==> config.mk <==
export PLATFORM = sky130hd
export DESIGN_NAME = dma_ahb_target
export DESIGN_NICKNAME = d
export VERILOG_FILES = /design/src/verilog/dma_pkg.sv /design/src/verilog/dma_packet_buffer.sv /design/src/verilog/dma_write_ctrl.sv /design/src/verilog/dma_resp_queue.sv /design/src/verilog/dma_ahb_target.sv
export SDC_FILE = /design/constraint.sdc
export NUM_CORES = 1
export LEC_CHECK = 0
export ABC_AREA = 1
export BUFFER_PORTS_ARGS = -buffer_cell sky130_fd_sc_hd__buf_2
export CAP_MARGIN = 20
export CORE_UTILIZATION = 45
export CTS_BUF_LIST = sky130_fd_sc_hd__clkbuf_16
export CTS_CLUSTER_DIAMETER = 60
export DETAILED_ROUTE_END_ITERATION = 10
export GPL_TIMING_DRIVEN = 0
export PLACE_DENSITY = 0.74
export SLEW_MARGIN = 20
export SYNTH_ARGS = -nofsm -noshare
export SYNTH_HDL_FRONTEND = slang
export SYNTH_SLANG_ARGS = --single-unit
export TNS_END_PERCENT = 10
==> constraint.sdc <==
create_clock -name clk -period 7 [get_ports clk]
set_clock_uncertainty 0.1 [all_clocks]
set_input_delay 0.7 -clock clk [delete_from_list [all_inputs] [get_ports clk]]
set_output_delay 0.7 -clock clk [all_outputs]
set_load 0.1 [all_outputs]
==> src/verilog/dma_pkg.sv <==
// DMA target package with flit field layout, AHB request and response types
`default_nettype none

package dma_pkg;

  ////////////////////
  // Widths
  localparam int FLIT_WIDTH = 34;
  localparam int ADDR_WIDTH = 32;
  localparam int DATA_WIDTH = 32;

  // Header field positions below the flit kind
  localparam int KIND_MSB = FLIT_WIDTH - 1;
  localparam int KIND_LSB = FLIT_WIDTH - 2;
  localparam int DEST_MSB = 31;
  localparam int DEST_LSB = 27;
  localparam int CLASS_MSB = 26;
  localparam int CLASS_LSB = 24;
  localparam int ID_MSB = 23;
  localparam int ID_LSB = 20;
  localparam int SRC_MSB = 19;
  localparam int SRC_LSB = 15;
  localparam int TYPE_MSB = 14;
  localparam int TYPE_LSB = 13;
  localparam int REQ_LAST_BIT = 12;

  ////////////////////
  // Field types
  typedef logic [FLIT_WIDTH-1:0] flit_t;
  typedef logic [4:0] tile_t;
  typedef logic [3:0] packet_id_t;
  typedef logic [2:0] packet_class_t;
  typedef logic [ADDR_WIDTH-1:0] addr_t;
  typedef logic [DATA_WIDTH-1:0] data_t;

  // NoC class used by DMA traffic
  localparam packet_class_t CLASS_DMA = 3'd2;

  // AHB transfer types for single transfers
  localparam logic [1:0] HTRANS_IDLE = 2'b00;
  localparam logic [1:0] HTRANS_NONSEQ = 2'b10;

  typedef enum logic [1:0] {
    PAYLOAD = 2'd0,
    HEADER  = 2'd1,
    LAST    = 2'd2,
    SINGLE  = 2'd3
  } flit_kind_t;

  typedef enum logic [1:0] {
    L2R_REQ  = 2'd0,
    L2R_RESP = 2'd1,
    R2L_REQ  = 2'd2,
    R2L_RESP = 2'd3
  } packet_type_t;

  typedef enum logic [1:0] {
    IDLE,
    GET_ADDR,
    WRITE,
    DISCARD
  } ctrl_state_t;

  ////////////////////
  // Bundles
  typedef struct packed {
    logic       sel;
    logic       write;
    logic [1:0] trans;
    addr_t      addr;
    data_t      wdata;
  } ahb_req_t;

  typedef struct packed {
    tile_t      dest;
    packet_id_t id;
  } resp_info_t;

  // True for the flit that closes a packet
  function automatic logic flit_is_end(flit_t f);
    flit_kind_t kind;
    kind = flit_kind_t'(f[KIND_MSB:KIND_LSB]);
    return (kind == LAST) || (kind == SINGLE);
  endfunction

endpackage

`default_nettype wire

==> src/verilog/dma_packet_buffer.sv <==
// Store-and-forward flit FIFO that only releases fully received packets
`timescale 1ns/1ps
`default_nettype none

module dma_packet_buffer
  import dma_pkg::*;
#(
  parameter int DEPTH = 16
) (
  input  wire   clk,
  input  wire   rst,
  input  flit_t in_flit,
  input  wire   in_valid,
  output logic  in_ready,
  output flit_t out_flit,
  output logic  out_valid,
  input  wire   out_ready
);

  localparam int PTR_W = (DEPTH > 1) ? $clog2(DEPTH) : 1;
  localparam int CNT_W = $clog2(DEPTH + 1);

  // Flit storage
  flit_t mem [DEPTH];

  logic [PTR_W-1:0] wr_ptr;
  logic [PTR_W-1:0] rd_ptr;
  // Flits held
  logic [CNT_W-1:0] flit_cnt;
  // Complete packets held
  logic [CNT_W-1:0] pkt_cnt;

  logic wr_en;
  logic rd_en;
  logic wr_end;
  logic rd_end;

  assign in_ready = (flit_cnt != CNT_W'(DEPTH));
  // Only offer flits once a whole packet is inside
  assign out_valid = (pkt_cnt != '0);
  assign out_flit = mem[rd_ptr];

  assign wr_en = in_valid & in_ready;
  assign rd_en = out_valid & out_ready;
  assign wr_end = wr_en & flit_is_end(in_flit);
  assign rd_end = rd_en & flit_is_end(out_flit);

  ////////////////////
  // Storage write
  always_ff @(posedge clk) begin
    if (wr_en) begin
      mem[wr_ptr] <= in_flit;
    end
  end

  ////////////////////
  // Pointers and counters
  always_ff @(posedge clk) begin
    if (rst) begin
      wr_ptr <= '0;
      rd_ptr <= '0;
      flit_cnt <= '0;
      pkt_cnt <= '0;
    end else begin
      if (wr_en) begin
        // Wrap for depths that are not a power of two
        wr_ptr <= (wr_ptr == PTR_W'(DEPTH - 1)) ? '0 : wr_ptr + 1'b1;
      end
      if (rd_en) begin
        rd_ptr <= (rd_ptr == PTR_W'(DEPTH - 1)) ? '0 : rd_ptr + 1'b1;
      end
      // Fill level
      if (wr_en && !rd_en) begin
        flit_cnt <= flit_cnt + 1'b1;
      end else if (rd_en && !wr_en) begin
        flit_cnt <= flit_cnt - 1'b1;
      end
      // Packet boundary tracking
      if (wr_end && !rd_end) begin
        pkt_cnt <= pkt_cnt + 1'b1;
      end else if (rd_end && !wr_end) begin
        pkt_cnt <= pkt_cnt - 1'b1;
      end
    end
  end

endmodule

`default_nettype wire

==> src/verilog/dma_write_ctrl.sv <==
// Write controller that decodes DMA requests and writes payload words over AHB
`timescale 1ns/1ps
`default_nettype none

module dma_write_ctrl
  import dma_pkg::*;
(
  input  wire        clk,
  input  wire        rst,
  input  flit_t      buf_flit,
  input  wire        buf_valid,
  output logic       buf_ready,
  output ahb_req_t   ahb_req,
  input  wire        ahb_hready,
  output logic       resp_push,
  output resp_info_t resp_info,
  input  wire        resp_full
);

  ctrl_state_t state;

  // Request parameters from the header
  tile_t      src_tile;
  packet_id_t pkt_id;
  logic       req_last;

  // Running word address
  addr_t addr;

  // Acknowledgement owed after the last word
  logic resp_pend;

  packet_type_t hdr_type;
  logic         flit_end;
  logic         word_take;
  logic         bus_sel;

  assign hdr_type = packet_type_t'(buf_flit[TYPE_MSB:TYPE_LSB]);
  assign flit_end = flit_is_end(buf_flit);

  // Bus request while payload is waiting
  assign bus_sel = (state == WRITE) && !resp_pend && buf_valid;
  assign word_take = bus_sel && ahb_hready;

  ////////////////////
  // Buffer and bus outputs
  always_comb begin
    case (state)
      IDLE:     buf_ready = 1'b1;
      GET_ADDR: buf_ready = 1'b1;
      WRITE:    buf_ready = word_take;
      DISCARD:  buf_ready = 1'b1;
      default:  buf_ready = 1'b0;
    endcase
  end

  // Single NONSEQ transfers with address and data together
  always_comb begin
    ahb_req.sel = bus_sel;
    ahb_req.write = bus_sel;
    ahb_req.trans = bus_sel ? HTRANS_NONSEQ : HTRANS_IDLE;
    ahb_req.addr = addr;
    ahb_req.wdata = buf_flit[DATA_WIDTH-1:0];
  end

  // Acknowledgement goes back to the requesting tile
  assign resp_push = (state == WRITE) && resp_pend && !resp_full;
  assign resp_info.dest = src_tile;
  assign resp_info.id = pkt_id;

  ////////////////////
  // FSM
  always_ff @(posedge clk) begin
    if (rst) begin
      state <= IDLE;
      resp_pend <= 1'b0;
    end else begin
      case (state)
        IDLE: begin
          if (buf_valid) begin
            if (flit_end) begin
              // Lone header flit needs no work
              state <= IDLE;
            end else if (hdr_type == L2R_REQ) begin
              state <= GET_ADDR;
            end else begin
              state <= DISCARD;
            end
          end
        end
        GET_ADDR: begin
          if (buf_valid) begin
            // Packet without payload ends here
            state <= flit_end ? IDLE : WRITE;
          end
        end
        WRITE: begin
          if (resp_pend) begin
            // Hold until the queue has room
            if (!resp_full) begin
              resp_pend <= 1'b0;
              state <= IDLE;
            end
          end else if (word_take && flit_end) begin
            if (req_last) begin
              resp_pend <= 1'b1;
            end else begin
              state <= IDLE;
            end
          end
        end
        DISCARD: begin
          if (buf_valid && flit_end) begin
            state <= IDLE;
          end
        end
        default: begin
          state <= IDLE;
        end
      endcase
    end
  end

  ////////////////////
  // Request registers
  always_ff @(posedge clk) begin
    // Header capture
    if (state == IDLE && buf_valid) begin
      src_tile <= buf_flit[SRC_MSB:SRC_LSB];
      pkt_id <= buf_flit[ID_MSB:ID_LSB];
      req_last <= buf_flit[REQ_LAST_BIT];
    end
    // Start address then one word step per write
    if (state == GET_ADDR && buf_valid) begin
      addr <= buf_flit[ADDR_WIDTH-1:0];
    end else if (word_take) begin
      addr <= addr + addr_t'(4);
    end
  end

endmodule

`default_nettype wire

==> src/verilog/dma_resp_queue.sv <==
// Two-entry acknowledgement queue that builds single-flit responses for the NoC
`timescale 1ns/1ps
`default_nettype none

module dma_resp_queue
  import dma_pkg::*;
(
  input  wire        clk,
  input  wire        rst,
  input  wire        push,
  input  resp_info_t info,
  output logic       full,
  output flit_t      out_flit,
  output logic       out_valid,
  input  wire        out_ready
);

  resp_info_t mem [2];
  logic       wr_ptr;
  logic       rd_ptr;
  logic [1:0] count;
  logic       pop;
  resp_info_t head;

  assign full = (count == 2'd2);
  assign out_valid = (count != 2'd0);
  assign pop = out_valid & out_ready;
  assign head = mem[rd_ptr];

  // Response flit from the head entry with unused bits zero
  always_comb begin
    out_flit = '0;
    out_flit[KIND_MSB:KIND_LSB] = SINGLE;
    out_flit[DEST_MSB:DEST_LSB] = head.dest;
    out_flit[CLASS_MSB:CLASS_LSB] = CLASS_DMA;
    out_flit[ID_MSB:ID_LSB] = head.id;
    out_flit[TYPE_MSB:TYPE_LSB] = L2R_RESP;
  end

  always_ff @(posedge clk) begin
    if (push && !full) begin
      mem[wr_ptr] <= info;
    end
  end

  always_ff @(posedge clk) begin
    if (rst) begin
      wr_ptr <= 1'b0;
      rd_ptr <= 1'b0;
      count <= 2'd0;
    end else begin
      if (push && !full) begin
        wr_ptr <= ~wr_ptr;
      end
      if (pop) begin
        rd_ptr <= ~rd_ptr;
      end
      if ((push && !full) && !pop) begin
        count <= count + 2'd1;
      end else if (pop && !(push && !full)) begin
        count <= count - 2'd1;
      end
    end
  end

endmodule

`default_nettype wire

==> src/verilog/dma_ahb_target.sv <==
// DMA target top level joining NoC input buffer, AHB write controller and response queue
`timescale 1ns/1ps
`default_nettype none

module dma_ahb_target
  import dma_pkg::*;
#(
  parameter int NOC_PACKET_SIZE = 16
) (
  input  wire      clk,
  input  wire      rst,
  // NoC request side
  input  flit_t    noc_in_flit,
  input  wire      noc_in_valid,
  output logic     noc_in_ready,
  // NoC acknowledgement side
  output flit_t    noc_out_flit,
  output logic     noc_out_valid,
  input  wire      noc_out_ready,
  // AHB-Lite master
  output ahb_req_t ahb_req,
  input  wire      ahb_hready
);

  // Buffer to controller
  flit_t buf_flit;
  logic  buf_valid;
  logic  buf_ready;

  // Controller to queue
  logic       resp_push;
  resp_info_t resp_info;
  logic       resp_full;

  ////////////////////
  // Whole packets only past this point
  dma_packet_buffer #(
    .DEPTH (NOC_PACKET_SIZE)
  ) u_buffer (
    .clk       (clk),
    .rst       (rst),
    .in_flit   (noc_in_flit),
    .in_valid  (noc_in_valid),
    .in_ready  (noc_in_ready),
    .out_flit  (buf_flit),
    .out_valid (buf_valid),
    .out_ready (buf_ready)
  );

  dma_write_ctrl u_ctrl (
    .clk        (clk),
    .rst        (rst),
    .buf_flit   (buf_flit),
    .buf_valid  (buf_valid),
    .buf_ready  (buf_ready),
    .ahb_req    (ahb_req),
    .ahb_hready (ahb_hready),
    .resp_push  (resp_push),
    .resp_info  (resp_info),
    .resp_full  (resp_full)
  );

  // Decouples acknowledgements from NoC back-pressure
  dma_resp_queue u_resp (
    .clk       (clk),
    .rst       (rst),
    .push      (resp_push),
    .info      (resp_info),
    .full      (resp_full),
    .out_flit  (noc_out_flit),
    .out_valid (noc_out_valid),
    .out_ready (noc_out_ready)
  );

endmodule

`default_nettype wire

### Yosys cells after proc, flatten, opt, wreduce, memory -nomap -nowiden

Memories as Yosys holds them, arrays and structs flattened. A register that Yosys moved wholly into a read port is not among the register bits.
Index checks and enable logic that the tools add are counted.

| word-level totals | value |
|---|---|
| register bits | 67 |
| RAM bits | 562 |
| input port bits | 39 |
| output and inout bits | 104 |
| word-level logic and storage cells | 119 |
| memories | 2 |

| operators by class | value |
|---|---|
| $add $sub $neg | 9 |
| eq/ne operators | 17 |
| mux-type cells | 35 |
| bitwise operators | 7 |
| reduce and logical (&&, ||, !) cells | 36 |

Memory list:

| name | depth | width | read ports | clocked after memory_dff | write ports | RTL line | RTL |
|---|---|---|---|---|---|---|---|
| u_buffer.mem | 16 | 34 | 1 | 1 | 1 | dma_packet_buffer.sv:24 | `flit_t mem [DEPTH];` |
| u_resp.mem | 2 | 9 | 1 | 1 | 1 | dma_resp_queue.sv:18 | `resp_info_t mem [2];` |

Operator list:

| operator | number |
|---|---|
| 2-to-1 mux 32 bit | 2 |
| adder 32 x 3 -> 32 bit (second input constant) | 1 |
| 2-to-1 mux 2 bit | 13 |
| 2-to-1 mux 5 bit | 4 |
| logical AND 1 bit | 16 |
| 2-to-1 mux 4 bit | 4 |
| equality test 2 bit (second input constant) | 7 |
| adder 5 x 1 -> 5 bit (second input constant) | 2 |
| 2-to-1 mux 1 bit | 10 |
| nonzero test 2 bit | 5 |
| subtractor 5 x 1 -> 5 bit (second input constant) | 2 |
| adder 4 x 1 -> 4 bit (second input constant) | 2 |
| equality test 4 bit (second input constant) | 2 |
| zero test 1 bit | 8 |
| one-hot mux 2 bit (4 select lines) | 1 |
| != test 3 bit (second input constant) | 2 |
| AND reduction 6 bit | 1 |
| bitwise AND 1 bit | 5 |
| != test 5 bit (second input constant) | 1 |
| nonzero test 5 bit | 1 |
| zero test 2 bit | 2 |
| != test 2 bit (second input constant) | 2 |
| != test 3 x 2 -> 1 bit (second input constant) | 1 |
| OR reduction 3 bit | 1 |
| other kinds (7) | 9 |

### Longest topological paths before layout

| depth | value |
|---|---|
| word-level depth | 10 |
| mapped depth | 20 |
| mapped depth without buffers | 19 |

### Cells and area by module

Synthesis repeated with hierarchy kept, for this count alone.

| unflattened totals | value |
|---|---|
| cell total of the unflattened synthesis | 2394 |
| area, all modules | 26993.4 µm² |

Modules (own cells, without submodules):

| module | instances | cells an instance | area each (µm²) | sequential area each (µm²) |
|---|---|---|---|---|
| dma_packet_buffer | 1 | 1923 | 22939.5 | 16776.1 |
| dma_write_ctrl | 1 | 379 | 2962.8 | 1321.3 |
| dma_resp_queue | 1 | 92 | 1091.0 | 640.6 |

### Worst setup path before layout

OpenSTA, ideal clock, no wires.

| timing | value |
|---|---|
| path type | register to register |
| start | reg u_buffer.flit_cnt[0] |
| end | mem u_buffer.mem[0][0] (netlist name), enable pin |
| library setup time | 0.423 ns |
| data arrival time | 3.258 ns |
| required time | 6.477 ns |
| slack | 3.219 ns |
| stages on the path, launching flop included | 7 |
| buffers on the path | 0 |
| period minus slack after synthesis | 3.781 ns |
| cells stage by stage | dfxtp_1 inv_1 nand4_1 nand2_1 inv_1 nand2_1 nor2_1 |

| between the ends | value |
|---|---|
| word-level cells in the longest chain between the ends | 4 |

Ends and longest elaborated chain:

| what | RTL line | RTL |
|---|---|---|
| start: declaration | dma_packet_buffer.sv:29 | `logic [CNT_W-1:0] flit_cnt;` |
| start signal: assignment | dma_packet_buffer.sv:74 | `flit_cnt <= flit_cnt + 1'b1;` |
| start signal: assignment | dma_packet_buffer.sv:76 | `flit_cnt <= flit_cnt - 1'b1;` |
| != test 5 bit | dma_packet_buffer.sv:38 | `assign in_ready = (flit_cnt != CNT_W'(DEPTH));` |
| named net noc_in_ready | dma_ahb_target.sv:15 | `output logic noc_in_ready,` |
| bitwise AND 1 bit | dma_packet_buffer.sv:43 | `assign wr_en = in_valid & in_ready;` |
| named net u_buffer.wr_en | dma_packet_buffer.sv:33 | `logic wr_en;` |
| 2-to-1 mux 1 bit | dma_packet_buffer.sv:51 | `if (wr_en) begin` |
| 2-to-1 mux 1 bit (implied by the code) | dma_packet_buffer.sv:52 | `mem[wr_ptr] <= in_flit;` |
| end: declaration | dma_packet_buffer.sv:24 |  |

The timed path passes the listed nets, and every way through them passes these cells.

==> metrics.cfg <==
[flow_run]
maxCapViolations = 0

[cts]
ctsLongestPathBuffers = 3
clk_latency_ns = 0.66
cts_tree = built
cts_root_buf = clkbuf_16
h-tree-depth = 2
path_clk_slew_ns = 0.06
cts_post_setup_buffers_inserted = 0
cts_resized = 0
cts.sinks = 618
cts_inserted_buffers = 61
postCtsHoldBufs = 0

[sta]
max_freq_ghz = 0.2324
setup_tns_ns = 0
finalCritPeriodShare_pct = 61.47
timing.final.crit_period_ns = 4.303
worstMarginPinSlew_ns = 1.006
maxSlewViolCount = 0
slew_headroom_pct = 32.96
hold_viol = 0
fin_ws_ns = 2.697
whs_ns = 0.3030
rsz0062_at_grt = no
setup_viol = 0

[finish]
n_antenna_cell = 0
drive_above_1_share_pct = 16.41
final_area_um2 = 29690
most-common-layout-cells = edfxtp_1, nor2_1, o21ai_0, nand2_1, buf_2
area_delta_synth_final_pct = 17.04
layout.nets = 2268
fillers = 4425
final_common_cell = edfxtp_1

[worst_setup_path]
start_kind = flop
crit_path_top_delay_cell = buf_1
required_ns = 6.20
crit_top_cell = buf_2
crit_path_max_fanout = 10
crit_family = buffers and inverters
cp-end-kind = primary output
crit_type = reg -> out
critical_path.cell_chain = buf_2, buf_2, buf_1, o221ai_1, o211ai_1, nand2_1, buf_2
cp_data_arrival_time_ns = 3.50
max_stage_delay_ns = 0.80
crit_buf_inv = 4
r2r_slack_ns = 3.65

[global_route]
grt_remaining_overflow = 0
grt_pass1_vias = 17480
grt_usage_pct = 26.02
grt_max_degree = 31
antenna_found_initial = 5
grt_pass1_wl_mm = 109.1

[placement]
port_buffers = 114
hpwl_mm = 49.47
dp_slack_ns = 3.522
placed_cell_area_um2 = 27640
place.gp.congestion = 0.8880

[power_and_ir_drop]
cellPowerDensity_nw_per_um2 = 450.9
swShare_pct = 44.82
vdd_drop_max_uv = 353.2
p_int_w = 0.007387
power_frac_comb_pct = 41.0
leakagePower_nw = 10.26
seqPwrFrac_pct = 33.9
pwr-share-clk_pct = 25.0
p_switching_w = 0.006000

[logic_synthesis]
syn_inst = 1988
synth-seq-cells = 618
synth.cell_area_um2 = 25370
yosysSeqAreaShare_pct = 71.97
syn_avg_cell_area_um2 = 12.76
synth-main-ff-cell = edfxtp_1
async_flop_share_pct = 0
ys_types = 44
synth_edf_count = 588
ys_warn_count = 0

[floorplan]
dieArea_um2 = 57330
io_pins = 143
dieHeight_um = 239.4
die_x_um = 239.4
core.rowCount = 86
coreArea_um2 = 55420
start_util_pct = 45.78

[routing]
vias = 18010
drc_errors = 0
drt_pass1_iterations = 6
drtIter0Drc = 2671
via_per_inst = 5.986
routedWlPerCell_um = 25.03
routed_wl_mm = 75.32
detail-route-antenna-nets = 0

[status]
status = finished, final reports clean

[hold_path]
min_path_type = in -> reg

[power groups by stage]
| stage | Clock, W | Combinational [W] | Sequential [W] |
|---|---|---|---|
| after global placement | 0 | 0.00521 | 0.00462 |
| after CTS | 0.00335 | 0.00541 | 0.00454 |
| final | 0.00335 | 0.00549 | 0.00454 |
| after global routing | 0.00350 | 0.00575 | 0.00456 |
| after floorplan | 0 | 0.00337 | 0.00503 |
| after detailed placement | 0 | 0.00538 | 0.00462 |
[metrics by stage]
stage | std cells | util (%) | power (W)
floorplan | 2012 | - | 0.008405
detailed placement | 2897 | 49.88 | 0.009999
finish | 3009 | 53.58 | 0.01339
CTS | 3009 | 53.58 | 0.01330
global route | 3009 | 53.58 | 0.01380
global placement | 2874 | 48.66 | 0.009827
[path summary, 6_finish.rpt]
kind / to / start / cells past startpoint
max reg2reg: u_buffer.flit_cnt[4] / u_buffer.pkt_cnt[0] / 17
min: flop / noc_out_ready / 3
min reg2reg: u_resp.mem[1][4] / u_ctrl.src_tile[0] / 0
max: ahb_req[31] / flop / 7
[per-layer routing]
layer / global-route usage (%) / up-vias / share of wire [%]
li1: - / 7709 / -
met1: 32.97 / 8744 / 36
met2: 41.47 / 1307 / 46
met3: 6.719 / 249 / 13
met4: 12.96 / 2 / 4.7
met5: 0 / - / 0.016
[area by class of cell]
cell class                      instances  area, µm²  area share, %
Sequential cell                       618      18260          61.49
Multi-Input combinational cell       1172       6192          20.86
Clock buffer                           61       1526          5.141
Timing Repair Buffer                  137       1124          3.784
Tap cell                              748      935.9          3.152
Buffer                                145      838.3          2.824
Clock inverter                         51      523.0          1.762
Inverter                               77      292.8         0.9861
[worst min-delay path, stage by stage]
cell and delay, ns:
buf_2 0.10, nand2_1 0.12, a21oi_1 0.08
[sequential cells by signal (all words and copies together), names as in the netlist, 5 cells and up, named ones only]
register / cells
u_buffer.flit_cnt: 5
u_buffer.mem: 528
u_buffer.pkt_cnt: 5
u_ctrl.addr: 32
u_ctrl.src_tile: 5
u_resp.mem: 18
[cell usage after synthesis (all sizes together) (23+ instances only)]
| cell type | instances | area [µm²] |
|---|---|---|
| o22ai | 34 | 212.7 |
| inv | 73 | 276.5 |
| clkbuf | 60 | 230.2 |
| o221ai | 86 | 753.2 |
| buf | 85 | 608.1 |
| nand2 | 188 | 718.2 |
| nor2 | 331 | 1260 |
| o21ai | 285 | 1426 |
| a21oi | 23 | 115.1 |
| dfxtp | 30 | 600.6 |
| nand3 | 70 | 380.4 |
| edfxtp | 588 | 17660 |
| o211ai | 39 | 292.8 |
[cell families after synthesis]
kind of cell	Yosys count	synth area share (%)
flip-flops	618	71.97
AND/OR/NAND/NOR	614	9.909
AO/OA/AOI/OAI	477	11.33
buffers and inverters	222	4.459
XOR/XNOR	29	1.001
adder cells (fa/ha/maj)	17	0.8977
multiplexers	9	0.3995
other	2	0.02960
No activity file was read; power rests on OpenSTA's default activity.
